==> src/crc_ahb_pkg.sv <==
package crc_ahb_pkg;

	// AHB transfer types
	// Only NON_SEQ opens an access, SEQ and BUSY beats are ignored
	typedef enum logic [1:0]
	{
		IDLE    = 2'b00,
		BUSY    = 2'b01,
		NON_SEQ = 2'b10,
		SEQ     = 2'b11
	} htrans_t;

	// Transfer size on HSIZE
	typedef logic [2:0] hsize_t;
	localparam hsize_t SIZE_BYTE = 3'd0;
	localparam hsize_t SIZE_HALF = 3'd1;
	localparam hsize_t SIZE_WORD = 3'd2;

	// Slave response, this core always answers OKAY
	localparam logic RESP_OK = 1'b0;

	// One bus data word
	typedef logic [31:0] hdata_t;

	// Register word offset, HADDR[4:2]
	typedef logic [2:0] reg_addr_t;
	localparam reg_addr_t CRC_DR   = 3'h0;
	localparam reg_addr_t CRC_IDR  = 3'h1;
	localparam reg_addr_t CRC_CR   = 3'h2;
	localparam reg_addr_t CRC_INIT = 3'h4;
	localparam reg_addr_t CRC_POL  = 3'h5;

endpackage

==> src/crc_cfg_pkg.sv <==
package crc_cfg_pkg;

	// Polynomial width select, CR[4:3]
	typedef enum logic [1:0]
	{
		POLY_32 = 2'd0,
		POLY_16 = 2'd1,
		POLY_8  = 2'd2,
		POLY_7  = 2'd3
	} poly_size_t;

	// Input bit reversal, CR[6:5]
	typedef enum logic [1:0]
	{
		REV_NONE = 2'd0,
		REV_BYTE = 2'd1,
		REV_HALF = 2'd2,
		REV_WORD = 2'd3
	} rev_in_t;

	// Register values after reset
	localparam logic [31:0] RESET_INIT = 32'hFFFF_FFFF;
	localparam logic [31:0] RESET_POLY = 32'h04C1_1DB7;
	localparam logic [4:0]  RESET_CR   = 5'h00;

	// Data word, seen whole or as four byte lanes
	typedef union packed
	{
		logic [31:0]     word;
		logic [3:0][7:0] bytes;
	} crc_word_u;

endpackage

==> src/crc_buf_if.sv <==
`timescale 1ns/100ps

interface crc_buf_if;
	import crc_ahb_pkg::*;

	// DR write into the word buffer
	logic   wr_en;
	hdata_t wr_data;
	hsize_t wr_size;

	// No room for another word
	logic   full;

	modport host
	(
		output wr_en, wr_data, wr_size,
		input  full
	);

	modport fifo
	(
		input  wr_en, wr_data, wr_size,
		output full
	);

endinterface

==> src/crc_cfg_if.sv <==
`timescale 1ns/100ps

interface crc_cfg_if;
	import crc_ahb_pkg::*;
	import crc_cfg_pkg::*;

	// Configuration from the control register
	poly_size_t poly_size;
	logic       rev_out;

	// Register write strobes and shared write data
	logic       init_en;
	logic       idr_en;
	logic       poly_en;
	logic       reset_chain;
	hdata_t     wr_data;

	// Read-back values and stall requests from the engine
	hdata_t     crc_out;
	hdata_t     init_out;
	logic [7:0] idr_out;
	hdata_t     poly_out;
	logic       reset_pending;
	logic       read_wait;

	modport host
	(
		output poly_size, rev_out, init_en, idr_en, poly_en, reset_chain, wr_data,
		input  crc_out, init_out, idr_out, poly_out, reset_pending, read_wait
	);

	modport dp
	(
		input  poly_size, rev_out, init_en, idr_en, poly_en, reset_chain, wr_data,
		output crc_out, init_out, idr_out, poly_out, reset_pending, read_wait
	);

endinterface

==> src/crc_ahb.sv <==
`timescale 1ns/100ps

module crc_ahb
#(
	parameter int BUF_DEPTH = 2
)
(
	input  logic        HCLK,
	input  logic        HRESETn,
	input  logic [31:0] HADDR,
	input  logic [31:0] HWDATA,
	input  logic [2:0]  HSIZE,
	input  logic [1:0]  HTRANS,
	input  logic        HWRITE,
	input  logic        HSElx,
	input  logic        HREADY,
	output logic [31:0] HRDATA,
	output logic        HREADYOUT,
	output logic        HRESP
);
	import crc_cfg_pkg::*;

	// Byte stream between buffer and engine
	logic [7:0] byte_data;
	logic       byte_valid;
	logic       byte_ready;
	logic       busy;
	rev_in_t    rev_in;

	crc_buf_if buf_bus();
	crc_cfg_if cfg_bus();

	// AHB slave and register file front end
	host_interface host_interface_i
	(
		.HCLK      (HCLK),
		.HRESETn   (HRESETn),
		.HADDR     (HADDR),
		.HWDATA    (HWDATA),
		.HSIZE     (HSIZE),
		.HTRANS    (HTRANS),
		.HWRITE    (HWRITE),
		.HSElx     (HSElx),
		.HREADY    (HREADY),
		.HRDATA    (HRDATA),
		.HREADYOUT (HREADYOUT),
		.HRESP     (HRESP),
		.buf_port  (buf_bus.host),
		.cfg_port  (cfg_bus.host),
		.rev_in    (rev_in)
	);

	// Word to byte splitter
	crc_buffer
	#(
		.BUF_DEPTH (BUF_DEPTH)
	)
	crc_buffer_i
	(
		.HCLK       (HCLK),
		.HRESETn    (HRESETn),
		.buf_port   (buf_bus.fifo),
		.rev_in     (rev_in),
		.byte_data  (byte_data),
		.byte_valid (byte_valid),
		.byte_ready (byte_ready),
		.busy       (busy)
	);

	// CRC engine
	crc_datapath crc_datapath_i
	(
		.HCLK       (HCLK),
		.HRESETn    (HRESETn),
		.cfg_port   (cfg_bus.dp),
		.byte_data  (byte_data),
		.byte_valid (byte_valid),
		.byte_ready (byte_ready),
		.busy       (busy)
	);

endmodule

==> src/crc_buffer.sv <==
`timescale 1ns/100ps

module crc_buffer
#(
	parameter int BUF_DEPTH = 2
)
(
	input  logic                 HCLK,
	input  logic                 HRESETn,
	crc_buf_if.fifo              buf_port,
	input  crc_cfg_pkg::rev_in_t rev_in,
	output logic [7:0]           byte_data,
	output logic                 byte_valid,
	input  logic                 byte_ready,
	output logic                 busy
);
	import crc_ahb_pkg::*;
	import crc_cfg_pkg::*;

	localparam int PTR_W = (BUF_DEPTH > 1) ? $clog2(BUF_DEPTH) : 1;
	localparam int LVL_W = $clog2(BUF_DEPTH + 1);

	// Word storage, last byte lane kept next to each word
	crc_word_u        word_mem [BUF_DEPTH];
	logic [1:0]       last_mem [BUF_DEPTH];

	logic [PTR_W-1:0] wr_ptr;
	logic [PTR_W-1:0] rd_ptr;
	logic [LVL_W-1:0] level;
	logic [1:0]       byte_idx;
	crc_word_u        in_word;
	logic [1:0]       in_last;
	logic             byte_take;
	logic             pop;

	// Bit reversal at one of three spans
	function automatic hdata_t reverse_in(input hdata_t d, input rev_in_t mode);
		hdata_t     r;
		logic [4:0] k;
		for (int i = 0; i < 32; i++)
		begin
			k = 5'(i);
			case (mode)
				REV_NONE: r[i] = d[i];
				REV_BYTE: r[i] = d[{k[4:3], ~k[2:0]}];
				REV_HALF: r[i] = d[{k[4], ~k[3:0]}];
				REV_WORD: r[i] = d[~k];
			endcase
		end
		return r;
	endfunction

	////////////////////////////////////////
	// Enqueue side
	////////////////////////////////////////

	assign in_word.word = reverse_in(buf_port.wr_data, rev_in);

	// Byte count from transfer size, stored as last lane
	always_comb
	begin
		case (buf_port.wr_size)
			SIZE_BYTE: in_last = 2'd0;
			SIZE_HALF: in_last = 2'd1;
			SIZE_WORD: in_last = 2'd3;
			default:   in_last = 2'd3;
		endcase
	end

	always_ff @(posedge HCLK)
	begin
		if (buf_port.wr_en)
		begin
			word_mem[wr_ptr] <= in_word;
			last_mem[wr_ptr] <= in_last;
		end
	end

	////////////////////////////////////////
	// Byte output side
	////////////////////////////////////////

	// Head word walked from lane 0 upward
	assign byte_valid = (level != '0);
	assign byte_data  = word_mem[rd_ptr].bytes[byte_idx];
	assign byte_take  = byte_valid && byte_ready;
	assign pop        = byte_take && (byte_idx == last_mem[rd_ptr]);

	assign busy          = (level != '0);
	assign buf_port.full = (level == LVL_W'(BUF_DEPTH));

	always_ff @(posedge HCLK)
	begin
		if (!HRESETn)
		begin
			wr_ptr   <= '0;
			rd_ptr   <= '0;
			level    <= '0;
			byte_idx <= 2'd0;
		end
		else
		begin
			if (buf_port.wr_en)
				wr_ptr <= (wr_ptr == PTR_W'(BUF_DEPTH - 1)) ? '0 : wr_ptr + 1'b1;
			if (pop)
				rd_ptr <= (rd_ptr == PTR_W'(BUF_DEPTH - 1)) ? '0 : rd_ptr + 1'b1;
			// Occupancy
			if (buf_port.wr_en && !pop)
				level <= level + 1'b1;
			else if (pop && !buf_port.wr_en)
				level <= level - 1'b1;
			// Lane counter restarts with each word
			if (pop)
				byte_idx <= 2'd0;
			else if (byte_take)
				byte_idx <= byte_idx + 2'd1;
		end
	end

endmodule

==> src/crc_datapath.sv <==
`timescale 1ns/100ps

module crc_datapath
(
	input  logic       HCLK,
	input  logic       HRESETn,
	crc_cfg_if.dp      cfg_port,
	input  logic [7:0] byte_data,
	input  logic       byte_valid,
	output logic       byte_ready,
	input  logic       busy
);
	import crc_ahb_pkg::*;
	import crc_cfg_pkg::*;

	// Programmable registers
	hdata_t     poly_ff;
	hdata_t     init_ff;
	logic [7:0] idr_ff;
	hdata_t     crc_ff;

	// Input stage, one byte in flight
	logic [7:0] data_ff;
	logic       pend_ff;

	hdata_t     width_mask;
	logic [4:0] width_msb;
	hdata_t     crc_next;
	hdata_t     crc_masked;
	crc_word_u  crc_rev;
	logic       byte_take;

	// One byte, MSB first, eight shift-xor steps
	function automatic hdata_t fold_byte
	(
		input hdata_t     crc,
		input logic [7:0] data,
		input hdata_t     poly,
		input hdata_t     mask,
		input logic [4:0] msb
	);
		hdata_t c;
		logic   fb;
		c = crc;
		for (int i = 7; i >= 0; i--)
		begin
			fb = c[msb] ^ data[i];
			c  = (c << 1) & mask;
			if (fb)
				c = c ^ (poly & mask);
		end
		return c;
	endfunction

	////////////////////////////////////////
	// Width select
	////////////////////////////////////////

	always_comb
	begin
		case (cfg_port.poly_size)
			POLY_32:
			begin
				width_msb  = 5'd31;
				width_mask = 32'hFFFF_FFFF;
			end
			POLY_16:
			begin
				width_msb  = 5'd15;
				width_mask = 32'h0000_FFFF;
			end
			POLY_8:
			begin
				width_msb  = 5'd7;
				width_mask = 32'h0000_00FF;
			end
			POLY_7:
			begin
				width_msb  = 5'd6;
				width_mask = 32'h0000_007F;
			end
		endcase
	end

	////////////////////////////////////////
	// Byte intake
	////////////////////////////////////////

	// Engine takes a byte every cycle
	assign byte_ready = 1'b1;
	assign byte_take  = byte_valid && byte_ready;

	always_ff @(posedge HCLK)
	begin
		if (byte_take)
			data_ff <= byte_data;
	end

	always_ff @(posedge HCLK)
	begin
		if (!HRESETn)
			pend_ff <= 1'b0;
		else
			pend_ff <= byte_take;
	end

	assign crc_next = fold_byte(crc_ff, data_ff, poly_ff, width_mask, width_msb);

	////////////////////////////////////////
	// Registers
	////////////////////////////////////////

	always_ff @(posedge HCLK)
	begin
		if (!HRESETn)
		begin
			poly_ff <= RESET_POLY;
			init_ff <= RESET_INIT;
			idr_ff  <= 8'h00;
		end
		else
		begin
			if (cfg_port.poly_en)
				poly_ff <= cfg_port.wr_data;
			if (cfg_port.init_en)
				init_ff <= cfg_port.wr_data;
			// IDR is a scratch byte
			if (cfg_port.idr_en)
				idr_ff <= cfg_port.wr_data[7:0];
		end
	end

	// CRC register
	// INIT write and chain reset both reload, otherwise fold pending byte
	always_ff @(posedge HCLK)
	begin
		if (!HRESETn)
			crc_ff <= RESET_INIT;
		else if (cfg_port.init_en)
			crc_ff <= cfg_port.wr_data;
		else if (cfg_port.reset_chain)
			crc_ff <= init_ff;
		else if (pend_ff)
			crc_ff <= crc_next;
	end

	////////////////////////////////////////
	// Output and status
	////////////////////////////////////////

	assign crc_masked = crc_ff & width_mask;

	// Full word mirror, then slide down into the chosen width
	always_comb
	begin
		for (int i = 0; i < 32; i++)
			crc_rev.word[i] = crc_masked[31 - i];
		crc_rev.word = crc_rev.word >> (5'd31 - width_msb);
	end

	assign cfg_port.crc_out  = cfg_port.rev_out ? crc_rev.word : crc_masked;
	assign cfg_port.init_out = init_ff;
	assign cfg_port.idr_out  = idr_ff;
	assign cfg_port.poly_out = poly_ff;

	// Bytes still stored or still being folded
	assign cfg_port.reset_pending = busy || pend_ff;
	assign cfg_port.read_wait     = busy || byte_valid || pend_ff;

endmodule

==> src/host_interface.sv <==
`timescale 1ns/100ps

module host_interface
(
	input  logic                  HCLK,
	input  logic                  HRESETn,
	input  logic [31:0]           HADDR,
	input  crc_ahb_pkg::hdata_t   HWDATA,
	input  crc_ahb_pkg::hsize_t   HSIZE,
	input  logic [1:0]            HTRANS,
	input  logic                  HWRITE,
	input  logic                  HSElx,
	input  logic                  HREADY,
	output crc_ahb_pkg::hdata_t   HRDATA,
	output logic                  HREADYOUT,
	output logic                  HRESP,
	crc_buf_if.host               buf_port,
	crc_cfg_if.host               cfg_port,
	output crc_cfg_pkg::rev_in_t  rev_in
);
	import crc_ahb_pkg::*;
	import crc_cfg_pkg::*;

	// Address phase pipeline
	reg_addr_t  haddr_pp;
	hsize_t     hsize_pp;
	htrans_t    htrans_pp;
	logic       hwrite_pp;
	logic       hselx_pp;

	// Control register {rev_out, rev_in, poly_size}
	logic [4:0] cr_ff;

	logic       sample_bus;
	logic       access;
	logic       write_en;
	logic       read_en;
	logic       dr_wr;
	logic       dr_rd;
	logic       idr_wr;
	logic       cr_wr;
	logic       init_wr;
	logic       poly_wr;
	hdata_t     cr_rd;

	////////////////////////////////////////
	// Address phase capture
	////////////////////////////////////////

	// New address only when the previous data phase completes
	assign sample_bus = HREADY && HREADYOUT;

	always_ff @(posedge HCLK)
	begin
		if (!HRESETn)
		begin
			hselx_pp  <= 1'b0;
			htrans_pp <= IDLE;
		end
		else if (sample_bus)
		begin
			hselx_pp  <= HSElx;
			htrans_pp <= htrans_t'(HTRANS);
		end
	end

	// Address, size and direction carry no reset
	always_ff @(posedge HCLK)
	begin
		if (sample_bus)
		begin
			haddr_pp  <= HADDR[4:2];
			hsize_pp  <= HSIZE;
			hwrite_pp <= HWRITE;
		end
	end

	////////////////////////////////////////
	// Data phase decode
	////////////////////////////////////////

	assign access   = hselx_pp && (htrans_pp == NON_SEQ);
	assign write_en = access && hwrite_pp;
	assign read_en  = access && !hwrite_pp;

	// Per-register strobes
	assign dr_wr   = write_en && (haddr_pp == CRC_DR);
	assign dr_rd   = read_en && (haddr_pp == CRC_DR);
	assign idr_wr  = write_en && (haddr_pp == CRC_IDR);
	assign cr_wr   = write_en && (haddr_pp == CRC_CR);
	assign init_wr = write_en && (haddr_pp == CRC_INIT);
	assign poly_wr = write_en && (haddr_pp == CRC_POL);

	// Wait states
	// DR write waits for buffer room, DR read for the engine to drain
	// INIT write waits until no byte is left to fold
	assign HREADYOUT = !((dr_wr && buf_port.full) ||
	                     (dr_rd && cfg_port.read_wait) ||
	                     (init_wr && cfg_port.reset_pending));

	assign HRESP = RESP_OK;

	// Buffer write side, data bus is taken live in the data phase
	assign buf_port.wr_en   = dr_wr && !buf_port.full;
	assign buf_port.wr_data = HWDATA;
	assign buf_port.wr_size = hsize_pp;

	// Engine register strobes
	assign cfg_port.wr_data = HWDATA;
	assign cfg_port.idr_en  = idr_wr;
	assign cfg_port.poly_en = poly_wr;
	assign cfg_port.init_en = init_wr && !cfg_port.reset_pending;

	////////////////////////////////////////
	// Control register
	////////////////////////////////////////

	always_ff @(posedge HCLK)
	begin
		if (!HRESETn)
			cr_ff <= RESET_CR;
		else if (cr_wr)
			cr_ff <= HWDATA[7:3];
	end

	// Bit 0 is a one-shot reload, never stored
	assign cfg_port.reset_chain = cr_wr && HWDATA[0];

	assign cfg_port.poly_size = poly_size_t'(cr_ff[1:0]);
	assign rev_in             = rev_in_t'(cr_ff[3:2]);
	assign cfg_port.rev_out   = cr_ff[4];

	// CR reads back in its bus position, reset bit as zero
	assign cr_rd = {24'h0, cr_ff, 3'h0};

	////////////////////////////////////////
	// Read data
	////////////////////////////////////////

	always_comb
	begin
		case (haddr_pp)
			CRC_DR:   HRDATA = cfg_port.crc_out;
			CRC_IDR:  HRDATA = {24'h0, cfg_port.idr_out};
			CRC_CR:   HRDATA = cr_rd;
			CRC_INIT: HRDATA = cfg_port.init_out;
			CRC_POL:  HRDATA = cfg_port.poly_out;
			default:  HRDATA = '0;
		endcase
	end

endmodule

==> config.mk <==
export PLATFORM = sky130hd
export DESIGN_NAME = crc_ahb
export DESIGN_NICKNAME = d
export VERILOG_FILES = /design/src/crc_ahb_pkg.sv /design/src/crc_cfg_pkg.sv /design/src/crc_buf_if.sv /design/src/crc_cfg_if.sv /design/src/crc_ahb.sv /design/src/crc_buffer.sv /design/src/crc_datapath.sv /design/src/host_interface.sv
export SDC_FILE = /design/constraint.sdc
export NUM_CORES = 1
export LEC_CHECK = 0
export BUFFER_PORTS_ARGS = -buffer_cell sky130_fd_sc_hd__buf_2
export CAP_MARGIN = 5
export CORE_UTILIZATION = 53
export DETAILED_ROUTE_END_ITERATION = 10
export PLACE_DENSITY = 0.71
export SLEW_MARGIN = 20
export SYNTH_ARGS = -nofsm -noshare
export SYNTH_HDL_FRONTEND = slang
export SYNTH_SLANG_ARGS = --single-unit
export TNS_END_PERCENT = 20
==> constraint.sdc <==
create_clock -name HCLK -period 9.05 [get_ports HCLK]
set_clock_uncertainty 0.1 [all_clocks]
set_input_delay 0.4525 -clock HCLK [delete_from_list [all_inputs] [get_ports HCLK]]
set_output_delay 0.4525 -clock HCLK [all_outputs]
set_load 0.05 [all_outputs]
Word-level counts from Yosys, hierarchy flattened
Memories as Yosys holds them, arrays and structs flattened. A register that Yosys moved wholly into a read port is not among the register bits.
Index checks and enable logic that the tools add are counted.
- $add $sub $neg: 6
- order comparisons: 2
- equality and inequality tests: 14
- shifts and indexed selects: 1
- mux-type cells: 76
- bitwise logic cells: 27
- reduce and logical (&&, ||, !) cells: 36
- operators with widths (operator ; count):
    32-bit two-way mux ; 12
    32-bit AND ; 10
    32-bit XOR ; 8
    32-bit case mux with 5 select lines ; 1
    1-bit case mux with 4 select lines ; 32
    32-bit case mux with 4 select lines ; 1
    1-bit binary-select mux with 5-bit select ; 8
    32-bit by 5-bit >> shifter with 32-bit output ; 1
    5-bit case mux with 4 select lines ; 1
    1-bit logical AND ; 19
    8-bit binary-select mux with 2-bit select ; 1
    1-bit two-way mux ; 16
    2-bit == test, second input constant ; 6
    8-bit two-way mux ; 1
    1-bit XOR ; 8
    3-bit by 1-bit == test with 1-bit output, second input constant ; 2
    3-bit == test, second input constant ; 2
    1-bit zero test ; 6
    3-bit zero test ; 2
    5-bit by 6-bit < comparator with 1-bit output, second input constant ; 1
    5-bit subtractor, first input constant ; 1
    2-bit by 1-bit adder with 2-bit output, second input constant ; 2
    2-bit by 1-bit == test with 1-bit output, second input constant ; 2
    2-bit zero test ; 2
    other kinds (12) ; 17
- register bits after elaboration: 134
- RAM bits: 68
- bits of input ports: 74
- output and inout bits: 34
- logic and storage cells: 180
- memories: 2
- memories (name ; depth ; bits a word ; read ports ; clocked after Yosys merged registers in ; wr ports ; RTL line ; source):
    crc_buffer_i.word_mem ; 2 ; 32 ; 1 ; 1 ; 1 ; crc_buffer.sv:24 ; crc_word_u word_mem [BUF_DEPTH];
    crc_buffer_i.last_mem ; 2 ; 2 ; 1 ; 1 ; 1 ; crc_buffer.sv:25 ; logic [1:0] last_mem [BUF_DEPTH];

Depth between registers and ports, before layout
Gate-level depths: netlist of run 1.
- word-level depth: 37
- gate-level depth with buffers: 33
- mapped depth without buffers: 26

By module
A second synthesis of run 1 with hierarchy kept.
- cell total of the unflattened synthesis: 2037
- area total of the unflattened synthesis: 17778.3 sq um
- modules (own cells, without submodules) (module ; times used ; cells each ; area an instance (sq um) ; seq. area each (sq um)):
    crc_datapath ; 1 ; 1592 ; 11940.2 ; 2342.2
    crc_buffer ; 1 ; 181 ; 3691.0 ; 2182.1
    host_interface ; 1 ; 264 ; 2147.1 ; 370.4

Worst setup path before layout of run 1
OpenSTA, ideal clock, no wires.
- kind: register -> register
- from: reg host_interface_i.cr_ff[1]
- to: reg crc_datapath_i.crc_ff[18]
- setup time: 117 ps
- data arrival time: 6893 ps
- required time: 8833 ps
- slack: 1939 ps
- cell stages (with the launch flop): 30
- buffers on the path: 3
- period minus slack after synthesis: 7111 ps
- cell sequence: dfxtp_1 mux4_2 xnor2_2 nor2_4 xnor2_2 and4_1 a2111oi_0 o2111ai_1 and4_1 o311a_1 o31ai_1 xnor2_1 nor2_1 or4_4 or2_1 a2111oi_2 a32oi_1 a31o_1 buf_6 o41a_1 o21ai_2 a22oi_2 a221o_1 a211oi_2 a211oi_2 xor2_1 buf_6 buf_4 mux2i_1 nand2_1
- word-level cells in the longest chain between the ends: 37
- elaborated cells between the ends (all ways): 58
- those cells by class: eq/ne: 3; mux: 29; bitwise: 25; reduce/logical: 1
- RTL lines (what ; RTL line ; source):
    from (decl) ; host_interface.sv:32 ; logic [4:0] cr_ff;
    from (signal assigned) ; host_interface.sv:123 ; cr_ff <= HWDATA[7:3];
    2-bit == test (tied with other cells) ; crc_datapath.sv:61 ; case (cfg_port.poly_size)
    5-bit case mux with 4 select lines ; crc_datapath.sv:61 ;
    1-bit binary-select mux with 5-bit select ; crc_datapath.sv:47 ; fb = c[msb] ^ data[i];
    1-bit two-way mux (not written as such) ; crc_datapath.sv:47 ;
    1-bit XOR ; crc_datapath.sv:47 ;
    32-bit two-way mux ; crc_datapath.sv:49 ; if (fb)
    1-bit binary-select mux with 5-bit select ; crc_datapath.sv:47 ;
    1-bit two-way mux (not written as such) ; crc_datapath.sv:47 ;
    [... 21 more ...] ; n/a ;
    32-bit two-way mux ; crc_datapath.sv:49 ;
    1-bit binary-select mux with 5-bit select ; crc_datapath.sv:47 ;
    1-bit two-way mux (not written as such) ; crc_datapath.sv:47 ;
    1-bit XOR ; crc_datapath.sv:47 ;
    32-bit two-way mux * ; crc_datapath.sv:49 ;
    32-bit two-way mux * ; crc_datapath.sv:143 ; else if (pend_ff)
    32-bit two-way mux * ; crc_datapath.sv:141 ; else if (cfg_port.reset_chain)
    32-bit two-way mux * ; crc_datapath.sv:139 ; else if (cfg_port.init_en)
    to (signal assigned) ; crc_datapath.sv:140 ; crc_ff <= cfg_port.wr_data;
    to (signal assigned) ; crc_datapath.sv:142 ; crc_ff <= init_ff;
    to (signal assigned) ; crc_datapath.sv:144 ; crc_ff <= crc_next;
    to (decl) ; crc_datapath.sv:20 ; hdata_t crc_ff;
Every way passes the cells marked *; elsewhere a longest branch is shown, timed or not. The select of a mux whose other input is x is not followed.
A chain may end at the register's enable or synchronous reset.

Worst setup path in the final report of run 1
- from: reg crc_datapath_i.crc_ff[6]
- to: reg crc_datapath_i.crc_ff[31]
- word-level cells in the longest chain between the ends: 35
- elaborated cells between the ends (all ways): 51
- those cells by class: mux: 27; bitwise: 24
- RTL lines (what ; RTL line):
    1-bit binary-select mux with 5-bit select ; crc_datapath.sv:47
    1-bit two-way mux (not written as such) ; crc_datapath.sv:47
    1-bit XOR ; crc_datapath.sv:47
    32-bit two-way mux * ; crc_datapath.sv:49
    1-bit binary-select mux with 5-bit select ; crc_datapath.sv:47
    1-bit two-way mux (not written as such) ; crc_datapath.sv:47
    1-bit XOR ; crc_datapath.sv:47
    32-bit two-way mux * ; crc_datapath.sv:49
    [... 19 more ...] ; n/a
    32-bit two-way mux * ; crc_datapath.sv:49
    1-bit binary-select mux with 5-bit select ; crc_datapath.sv:47
    1-bit two-way mux (not written as such) ; crc_datapath.sv:47
    1-bit XOR ; crc_datapath.sv:47
    32-bit two-way mux * ; crc_datapath.sv:49
    32-bit two-way mux * ; crc_datapath.sv:143
    32-bit two-way mux * ; crc_datapath.sv:141
    32-bit two-way mux * ; crc_datapath.sv:139
Marks and branches as above.

==> flow_summary.toml, run 1 <==
[outcome]
status = "completed"

[clock_network]
clockBufferDepth = 3
clkSinkCount = 203
cts_htree_levels = 1
cts_root_buf = "clkbuf_16"
numCtsBuffers = 22
cts_tree = "yes"
clk_pin_slew_ns = 0.06
insertion_delay_ns = 0.52

[power_and_ir_drop]
powerDensity_nw_per_um2 = 124
pwr-share-clk = 0.433
p_seq_frac = 0.449
power.total_mw = 2.15
combPwrFrac = 0.119
ir_drop_mv = 0.134
switching_share = 0.254
leakagePower_nw = 6.52
p_int_mw = 1.60
p_switching_mw = 0.544

[final_layout]
multi_input_area_um2 = 10300
final.fill_count = 2578
nNetsFinal = 1918
area_growth_pct = 8.48
seqCellArea_um2 = 4900
antenna_cells = 0
drive_gt1_frac = 0.152
final_cell_mix = "373 x nand2_1, 176 x xnor2_1, 116 x dfxtp_1"
final_common_cell = "nand2_1"

[die]
start_util = 0.539
die_area_um2 = 30700
io_pins = 108
dieWidth_um = 175
die_h_um = 175
coreArea_um2 = 29600
rows = 63

[sta]
worstMarginPinSlew_ns = 0.961
fin_crit_ns = 8.63
tns_ns = 0
fmax_mhz = 116
hold_viol = 0
max_slew_margin = 0.358
slew_violations = 0
rsz0062_at_grt = "false"
finalSetupViolCount = 0
finalCritPeriodShare = 0.954

[critical_path]
reg2regPathDepth = 28
cp_data_arrival_time_ns = 8.96
cp_max_fo = 56
crit_required_ns = 9.37
worstReg2RegStart = "crc_datapath_i.crc_ff[6]"
cp-startpoint = "crc_datapath_i.crc_ff[6]"
critPathMaxStageDelay_ns = 0.71
r2r_end = "crc_datapath_i.crc_ff[31]"
crit_type = "flop to flop"
cp_common_cell = "a21oi_1"
start_kind = "flop"
slowest_stage = "o21ai_0"
critPathCapture = "crc_datapath_i.crc_ff[31]"
crit_path_end_kind = "flop"
r2r_setup_slack_ns = 0.42

[detailed_routing]
ant_nets = 0
drtPass1Iterations = 6
drt_iter0_markers = 1721
wl_um = 52700
route.detailed.drc = 0
vias_per_cell = 6.53
dr_total_vias = 14700
avgRoutedWirePerCell_um = 23.4

[placement]
dp_hpwl_um = 37300
numPortBuffers = 77
gp_congestion = 0.925

[synthesis]
synth_edf_count = 83
syn_avg_cell_area_um2 = 8.55
yosysWarnings = 0
ys_ff_latch = 203
synthCells = 1861
synth_fp_nets = 1936
syn_area_um2 = 15900
yosysUniqueCellTypes = 97
ys.flop_type = "dfxtp_1"
synth-seq-area-share = 0.307
synthArstFlopShare = 0

[grt]
busiest_layer = "met2"
grt_usage = 0.342
first_global_vias = 13400
grt_max_degree = 73
antenna_found_initial = 0
grt_pass1_wl_um = 81000
met2_usage = 0.544
grtUsageMet1 = 0.467
grtUsageMet3 = 0.0470
overflow = 0

[run]
max-cap-violations = 0

[worst_hold_path]
hp-class = "input pin to flop"
routing by layer:
metal  routed length (µm)  share of wire
met2                23900           0.45
met5                    0              0
met4                 2530          0.048
met1                20900           0.40
met3                 5430           0.10
how the worst min path moves through the flow:
stage | start | to | slack (ns) | cells after the start
after floorplan | host_interface_i.hselx_pp | host_interface_i.hselx_pp | 0.34 | 2
after global placement | host_interface_i.htrans_pp[0] | host_interface_i.htrans_pp[0] | 0.35 | 2
after detailed placement | host_interface_i.htrans_pp[1] | host_interface_i.htrans_pp[1] | 0.36 | 2
after CTS | HSIZE[2] | host_interface_i.buf_port.wr_size[2] | 0.0004 | 1
after global routing | HADDR[2] | host_interface_i.haddr_pp[0] | 0.004 | 1
final | HADDR[2] | host_interface_i.haddr_pp[0] | 0.009 | 1
power groups by stage:
stage / registers, mW / clock network (mW) / logic, mW
floorplan: 0.978 / 0 / 0.170
global placement: 0.982 / 0 / 0.243
detailed placement: 0.982 / 0 / 0.246
CTS: 0.963 / 0.931 / 0.247
global route: 0.962 / 0.968 / 0.265
finish: 0.963 / 0.929 / 0.254
worst max-delay path: cells and delay by family (launching register included):
kind / cells / cell delay [ns]
XOR/XNOR: 3 / 0.83
flip-flops: 1 / 0.53
multiplexers: 2 / 0.95
AO/OA/AOI/OAI: 12 / 3.07
buffers and inverters: 3 / 0.85
AND/OR/NAND/NOR: 8 / 2.18
what timing repair did:
item / CTS / global route
setup endpoints to repair: 0 / 29
endpoints found under the hold margin: 0 / 1
hold buffers: 0 / 1
resized for setup: 0 / 2
setup buffers: 0 / 3
metrics by stage:
| stage | setup WS, ns | cell area (µm²) | utilization | hold slack [ns] | cells |
|---|---|---|---|---|---|
| 5_1_grt | 0.0726 | 17300 | 0.584 | 0.00409 | 2249 |
| 6_report | 0.415 | 17300 | 0.584 | 0.00941 | 2249 |
| 3_5_place_dp | 0.600 | 16500 | 0.558 | 0.364 | 2205 |
| 3_3_place_gp | 0.726 | 16500 | 0.558 | 0.351 | 2205 |
| 2_1_floorplan | 1.94 | 15900 | - | 0.339 | 1861 |
| 4_1_cts | 0.583 | 17200 | 0.583 | 0.000385 | 2245 |
cell type report:
class / instances / share of cell area
flip-flops and latches: 203 / 0.284
well taps: 390 / 0.0283
multi-input cells: 1469 / 0.596
clock inverters: 11 / 0.00920
inverters: 19 / 0.00413
repair buffers: 128 / 0.0455
clock buffers: 29 / 0.0334
Yosys cell counts (10+ instances only):
cell	count	area share
nor2_1	104	0.025
a21o_1	20	0.0094
o31ai_2	10	0.0079
buf_1	28	0.0066
inv_1	17	0.0040
a31oi_1	17	0.0067
o31ai_1	17	0.0080
xor2_1	31	0.017
o21ai_0	51	0.016
nand2_1	373	0.088
and2_1	17	0.0067
and3_1	36	0.014
xnor2_1	178	0.098
dfxtp_1	120	0.15
mux4_2	55	0.078
a2111oi_0	13	0.0072
a21oi_1	85	0.027
a21boi_0	27	0.013
o211a_1	22	0.014
nor2b_1	18	0.0071
a22oi_1	24	0.011
edfxtp_1	83	0.16
mux2_2	11	0.0078
clkbuf_1	112	0.026
buf_2	20	0.0063
a211oi_1	15	0.0071
nor3_1	29	0.0091
nor3b_1	27	0.013
nand3_1	66	0.021
mux2i_1	64	0.040
kinds of logic after synthesis:
kind of cell / Yosys count / share of synthesized area
buffers and inverters: 189 / 0.0504
DFF: 203 / 0.307
AOI/OAI and AO/OA: 392 / 0.178
adders and majority gates: 1 / 0.000786
and+or+nand+nor: 727 / 0.212
muxes: 130 / 0.126
xor gates and xnor gates: 218 / 0.125
other: 1 / 0.000236
sequential cells by signal, indices dropped and copies added (netlist names), 4 cells and up, named ones only:
signal	cells
crc_datapath_i.crc_ff	32
crc_buffer_i.word_mem	64
crc_datapath_i.data_ff	8
crc_buffer_i.last_mem	4
crc_datapath_i.cfg_port.idr_out	8
crc_datapath_i.cfg_port.poly_out	32
host_interface_i.cr_ff	5
crc_datapath_i.cfg_port.init_out	32
Note: power is estimated with default switching activity, not from simulation.
==> run 2, diff against run 1 <==
--- a/config.mk
+++ b/config.mk
@@ -10,7 +10,6 @@
 export CORE_UTILIZATION = 53
 export DETAILED_ROUTE_END_ITERATION = 10
 export PLACE_DENSITY = 0.71
-export SLEW_MARGIN = 20
 export SYNTH_ARGS = -nofsm -noshare
 export SYNTH_HDL_FRONTEND = slang
 export SYNTH_SLANG_ARGS = --single-unit
==> constraint.sdc (replaced) <==
create_clock -name HCLK -period 9.05 [get_ports HCLK]
set_clock_uncertainty 0.1 [all_clocks]
set_input_delay 0.905 -clock HCLK [delete_from_list [all_inputs] [get_ports HCLK]]
set_output_delay 0.905 -clock HCLK [all_outputs]
set_load 0.05 [all_outputs]
==> run 2 against run 1 <==
  * Wire length is 2.3% higher
  * Clock-buffer cell count is 5 lower
  * Critical path depth is 1 higher
  * Power is 3.6% higher
  * Sequential power hardly changed
==> flow_summary.toml, run 2 (synthesis results as in run 1) <==
[outcome]
status = "completed"

[final_layout]
final.fill_count = 2582
final_cell_mix = "373 x nand2_1, 176 x xnor2_1, 116 x dfxtp_1"
final_common_cell = "nand2_1"
seqCellArea_um2 = 4900
fin_util = 0.586
regMostFlops = "crc_buffer_i.word_mem"
drive_gt1_frac = 0.155
antenna_cells = 0
area_growth_pct = 8.75
multi_input_area_um2 = 10300
nNetsFinal = 1913
largest_reg_flops = 64

[run]
max-cap-violations = 0

[critical_path]
critPathTopFamily = "compound AO/OA/AOI/OAI gates"
critPathMaxStageDelay_ns = 0.81
reg2regPathDepth = 29
cp.depth = 29
cp_data_arrival_time_ns = 9.00
cp_max_fo = 56
slowest_stage = "edfxtp_1"
crit_required_ns = 9.38
start_kind = "flop"
critPathBufInv = 3
crit_path_end_kind = "flop"
crit_type = "flop to flop"

[die]
dieWidth_um = 175
coreArea_um2 = 29600
die_h_um = 175
start_util = 0.539
rows = 63
io_pins = 108
die_area_um2 = 30700

[sta]
finalSetupViolCount = 0
slew_violations = 0
rsz0062_at_grt = "false"
fin_crit_ns = 8.67
worstMarginPinSlew_ns = 1.06
finalCritPeriodShare = 0.958
tns_ns = 0
max_slew_margin = 0.295
hold_viol = 0
setup_ws_ns = 0.382
fmax_mhz = 115

[clock_network]
clk_pin_slew_ns = 0.06
clockBufferDepth = 3
post-cts-setup-buffers = 0
cts_htree_levels = 1
numCtsBuffers = 22
cts_root_buf = "clkbuf_16"
clkSinkCount = 203
cts_tree = "yes"
insertion_delay_ns = 0.53

[worst_hold_path]
hp-class = "flop to flop"
holdPathStages = 2

[power_and_ir_drop]
power.total_mw = 2.22
leakagePower_nw = 6.53
powerDensity_nw_per_um2 = 128
ir_drop_mv = 0.135

[detailed_routing]
route.detailed.drc = 0
dr_total_vias = 14900
drtPass1Iterations = 6
ant_nets = 0
vias_per_cell = 6.63
wl_um = 53900
avgRoutedWirePerCell_um = 24.0
drt_iter0_markers = 1892

[grt]
overflow = 0
grt_max_degree = 72
grt_usage = 0.349
grt_pass1_wl_um = 82700
first_global_vias = 13800
antenna_found_initial = 0

[placement]
pre_cts_slack_ns = 0.619
numPortBuffers = 77
dp_hpwl_um = 37600
gp_congestion = 0.947
## run 2: where the power goes
part | total (mW) | switching [mW] | internal, mW
clock | 1.01 | 0.391 | 0.616
combinational | 0.251 | 0.168 | 0.0824
sequential | 0.964 | 0.00875 | 0.956
## run 2: cell type report
| type | instances | share of cell area |
|---|---|---|
| Clock buffer | 24 | 0.0340 |
| Clock inverter | 15 | 0.0129 |
| Inverter | 19 | 0.00412 |
| Multi-Input combinational cell | 1469 | 0.595 |
| Sequential cell | 203 | 0.283 |
| Tap cell | 390 | 0.0282 |
| Timing Repair Buffer | 123 | 0.0431 |
## run 2: layer usage
metal,share of wire,vias to the layer above,global-route usage
li1,-,6612,-
met1,0.39,7184,0.477
met2,0.45,898,0.553
met3,0.10,169,0.0387
met4,0.054,0,0.169
met5,0,-,0
## run 2: path summary, 6_finish.rpt
kind / slack (ns) / startpoint / end
worst min register to register: 0.36 / host_interface_i.htrans_pp[0] / host_interface_i.htrans_pp[0]
worst max-delay path: 0.38 / crc_datapath_i.data_ff[7] / crc_datapath_i.crc_ff[30]
worst max register to register: 0.38 / crc_datapath_i.data_ff[7] / crc_datapath_i.crc_ff[30]
worst min-delay path: 0.36 / host_interface_i.htrans_pp[0] / host_interface_i.htrans_pp[0]
## run 2: per-stage QoR
step / instance area, µm² / std cells / hold slack (ns)
finish: 17300 / 2243 / 0.363
CTS: 17300 / 2243 / 0.366
global placement: 16500 / 2204 / 0.352
detailed placement: 16500 / 2204 / 0.358
global route: 17300 / 2243 / 0.386
floorplan: 15900 / 1861 / 0.339
## run 2: what timing repair did
item                                    in CTS  in global routing
endpoints found under the setup margin       0                 25
hold buffers                                 0                  0
resized for setup                            0                  2
hold endpoints to repair                     0                  0
## run 2: worst min-delay path: stages (launching register included)
cell and delay, ns:
dfxtp_1 0.30, nand2_1 0.04, a21boi_0 0.06
==> run 3, diff against run 2 <==
--- a/config.mk
+++ b/config.mk
@@ -7,9 +7,11 @@
 export LEC_CHECK = 0
 export BUFFER_PORTS_ARGS = -buffer_cell sky130_fd_sc_hd__buf_2
 export CAP_MARGIN = 5
+export CORE_ASPECT_RATIO = 1.1
 export CORE_UTILIZATION = 53
 export DETAILED_ROUTE_END_ITERATION = 10
 export PLACE_DENSITY = 0.71
+export SKIP_CTS_REPAIR_TIMING = 1
 export SYNTH_ARGS = -nofsm -noshare
 export SYNTH_HDL_FRONTEND = slang
 export SYNTH_SLANG_ARGS = --single-unit
==> run 3 against run 2 <==
  * Critical path depth fell by 2
  * Wire length rose by 2.2%
  * Clock power barely moved
  * Flip-flop and latch count did not move
  * First-iteration DRC count fell by 0.26%
  * Cell count fell by 0.31%
==> flow_summary.toml, run 3 (synthesis results as in run 1) <==
[die]
io_pins = 108
rows = 66
start_util = 0.539
dieWidth_um = 167
coreArea_um2 = 29600
die_area_um2 = 30700
die_h_um = 184

[clock_network]
numCtsBuffers = 23
clockBufferDepth = 3
cts_htree_levels = 1
cts_tree = "yes"
clk_pin_slew_ns = 0.06
insertion_delay_ns = 0.52
cts_root_buf = "clkbuf_16"
clkSinkCount = 203

[final_layout]
fin_util = 0.586
drive_gt1_frac = 0.156
nNetsFinal = 1921
largest_reg_flops = 64
antenna_cells = 0
regMostFlops = "crc_buffer_i.word_mem"
area_growth_pct = 8.77
final_cell_mix = "373 x nand2_1, 176 x xnor2_1, 117 x dfxtp_1"
final_common_cell = "nand2_1"
final.fill_count = 2621

[critical_path]
slowest_stage = "mux4_2"
cp_data_arrival_time_ns = 8.73
critPathMaxStageDelay_ns = 0.61
start_kind = "flop"
crit_required_ns = 9.35
cp.depth = 27
cp_max_fo = 16
cp_common_cell = "and4_1"
critPathBufInv = 1
critPathTopFamily = "compound AO/OA/AOI/OAI gates"
reg2regPathDepth = 27
crit_path_end_kind = "flop"
r2r_setup_slack_ns = 0.62
crit_type = "flop to flop"

[sta]
worstMarginPinSlew_ns = 1.09
slew_violations = 0
tns_ns = 0
rsz0062_at_grt = "false"
fmax_mhz = 119
finalCritPeriodShare = 0.932
max_slew_margin = 0.272
fin_crit_ns = 8.43
hold_viol = 0
finalSetupViolCount = 0
setup_ws_ns = 0.618

[placement]
numPortBuffers = 77
pre_cts_slack_ns = 0.434
dp_hpwl_um = 38200
gp_congestion = 0.962

[worst_hold_path]
holdPathStages = 2
hp-class = "flop to flop"

[grt]
grt_max_degree = 60
first_global_vias = 13900
antenna_found_initial = 1
grt_usage = 0.356
grt_pass1_wl_um = 83200
overflow = 0

[detailed_routing]
avgRoutedWirePerCell_um = 24.6
drt_iter0_markers = 1887
ant_nets = 0
route.detailed.drc = 0
wl_um = 55100
dr_total_vias = 15000
vias_per_cell = 6.71
drtPass1Iterations = 6

[power_and_ir_drop]
ir_drop_mv = 0.152
leakagePower_nw = 6.56
powerDensity_nw_per_um2 = 128

[run]
max-cap-violations = 0

[outcome]
status = "completed"
## run 3: final cells by class
cell class / instances / area [µm²] / area share
multi-input combinational: 1469 / 10300 / 0.594
sequential: 203 / 4900 / 0.283
timing repair buffer: 130 / 798 / 0.0461
clock buffer: 30 / 612 / 0.0353
tap: 374 / 468 / 0.0270
clock inverter: 11 / 190 / 0.0110
inverter: 19 / 71.3 / 0.00412
## run 3: stage by stage
stage	total power, mW	hold slack [ns]	std cells	area [µm²]
after global routing	2.27	0.399	2236	17300
after CTS	2.22	0.365	2235	17300
after floorplan	1.15	0.339	1861	15900
after global placement	1.23	0.349	2194	16500
final	2.22	0.364	2236	17300
after detailed placement	1.23	0.357	2194	16500
## run 3: tightest hold or removal path, stage by stage, from the launching register on
cell,delay [ns]
dfxtp_1,0.31
nand2_1,0.05
a21boi_0,0.06
## run 3: per-layer routing
layer,track usage,share of wire,up-vias
met4,0.202,0.065,0
li1,-,-,6629
met2,0.581,0.46,952
met3,0.0667,0.10,209
met1,0.444,0.37,7223
met5,0,0,-
## run 3: final timing paths
path                            startpoint                       endpoint
max               crc_datapath_i.crc_ff[6]      crc_datapath_i.crc_ff[16]
min          host_interface_i.htrans_pp[1]  host_interface_i.htrans_pp[1]
max reg2reg       crc_datapath_i.crc_ff[6]      crc_datapath_i.crc_ff[16]
min reg2reg  host_interface_i.htrans_pp[1]  host_interface_i.htrans_pp[1]
## run 3: report_power, final
| group | leakage, nW | internal (mW) | switching, mW |
|---|---|---|---|
| Clock | 0.391 | 0.620 | 0.381 |
| Combinational | 4.45 | 0.0825 | 0.169 |
| Sequential | 1.72 | 0.956 | 0.00988 |
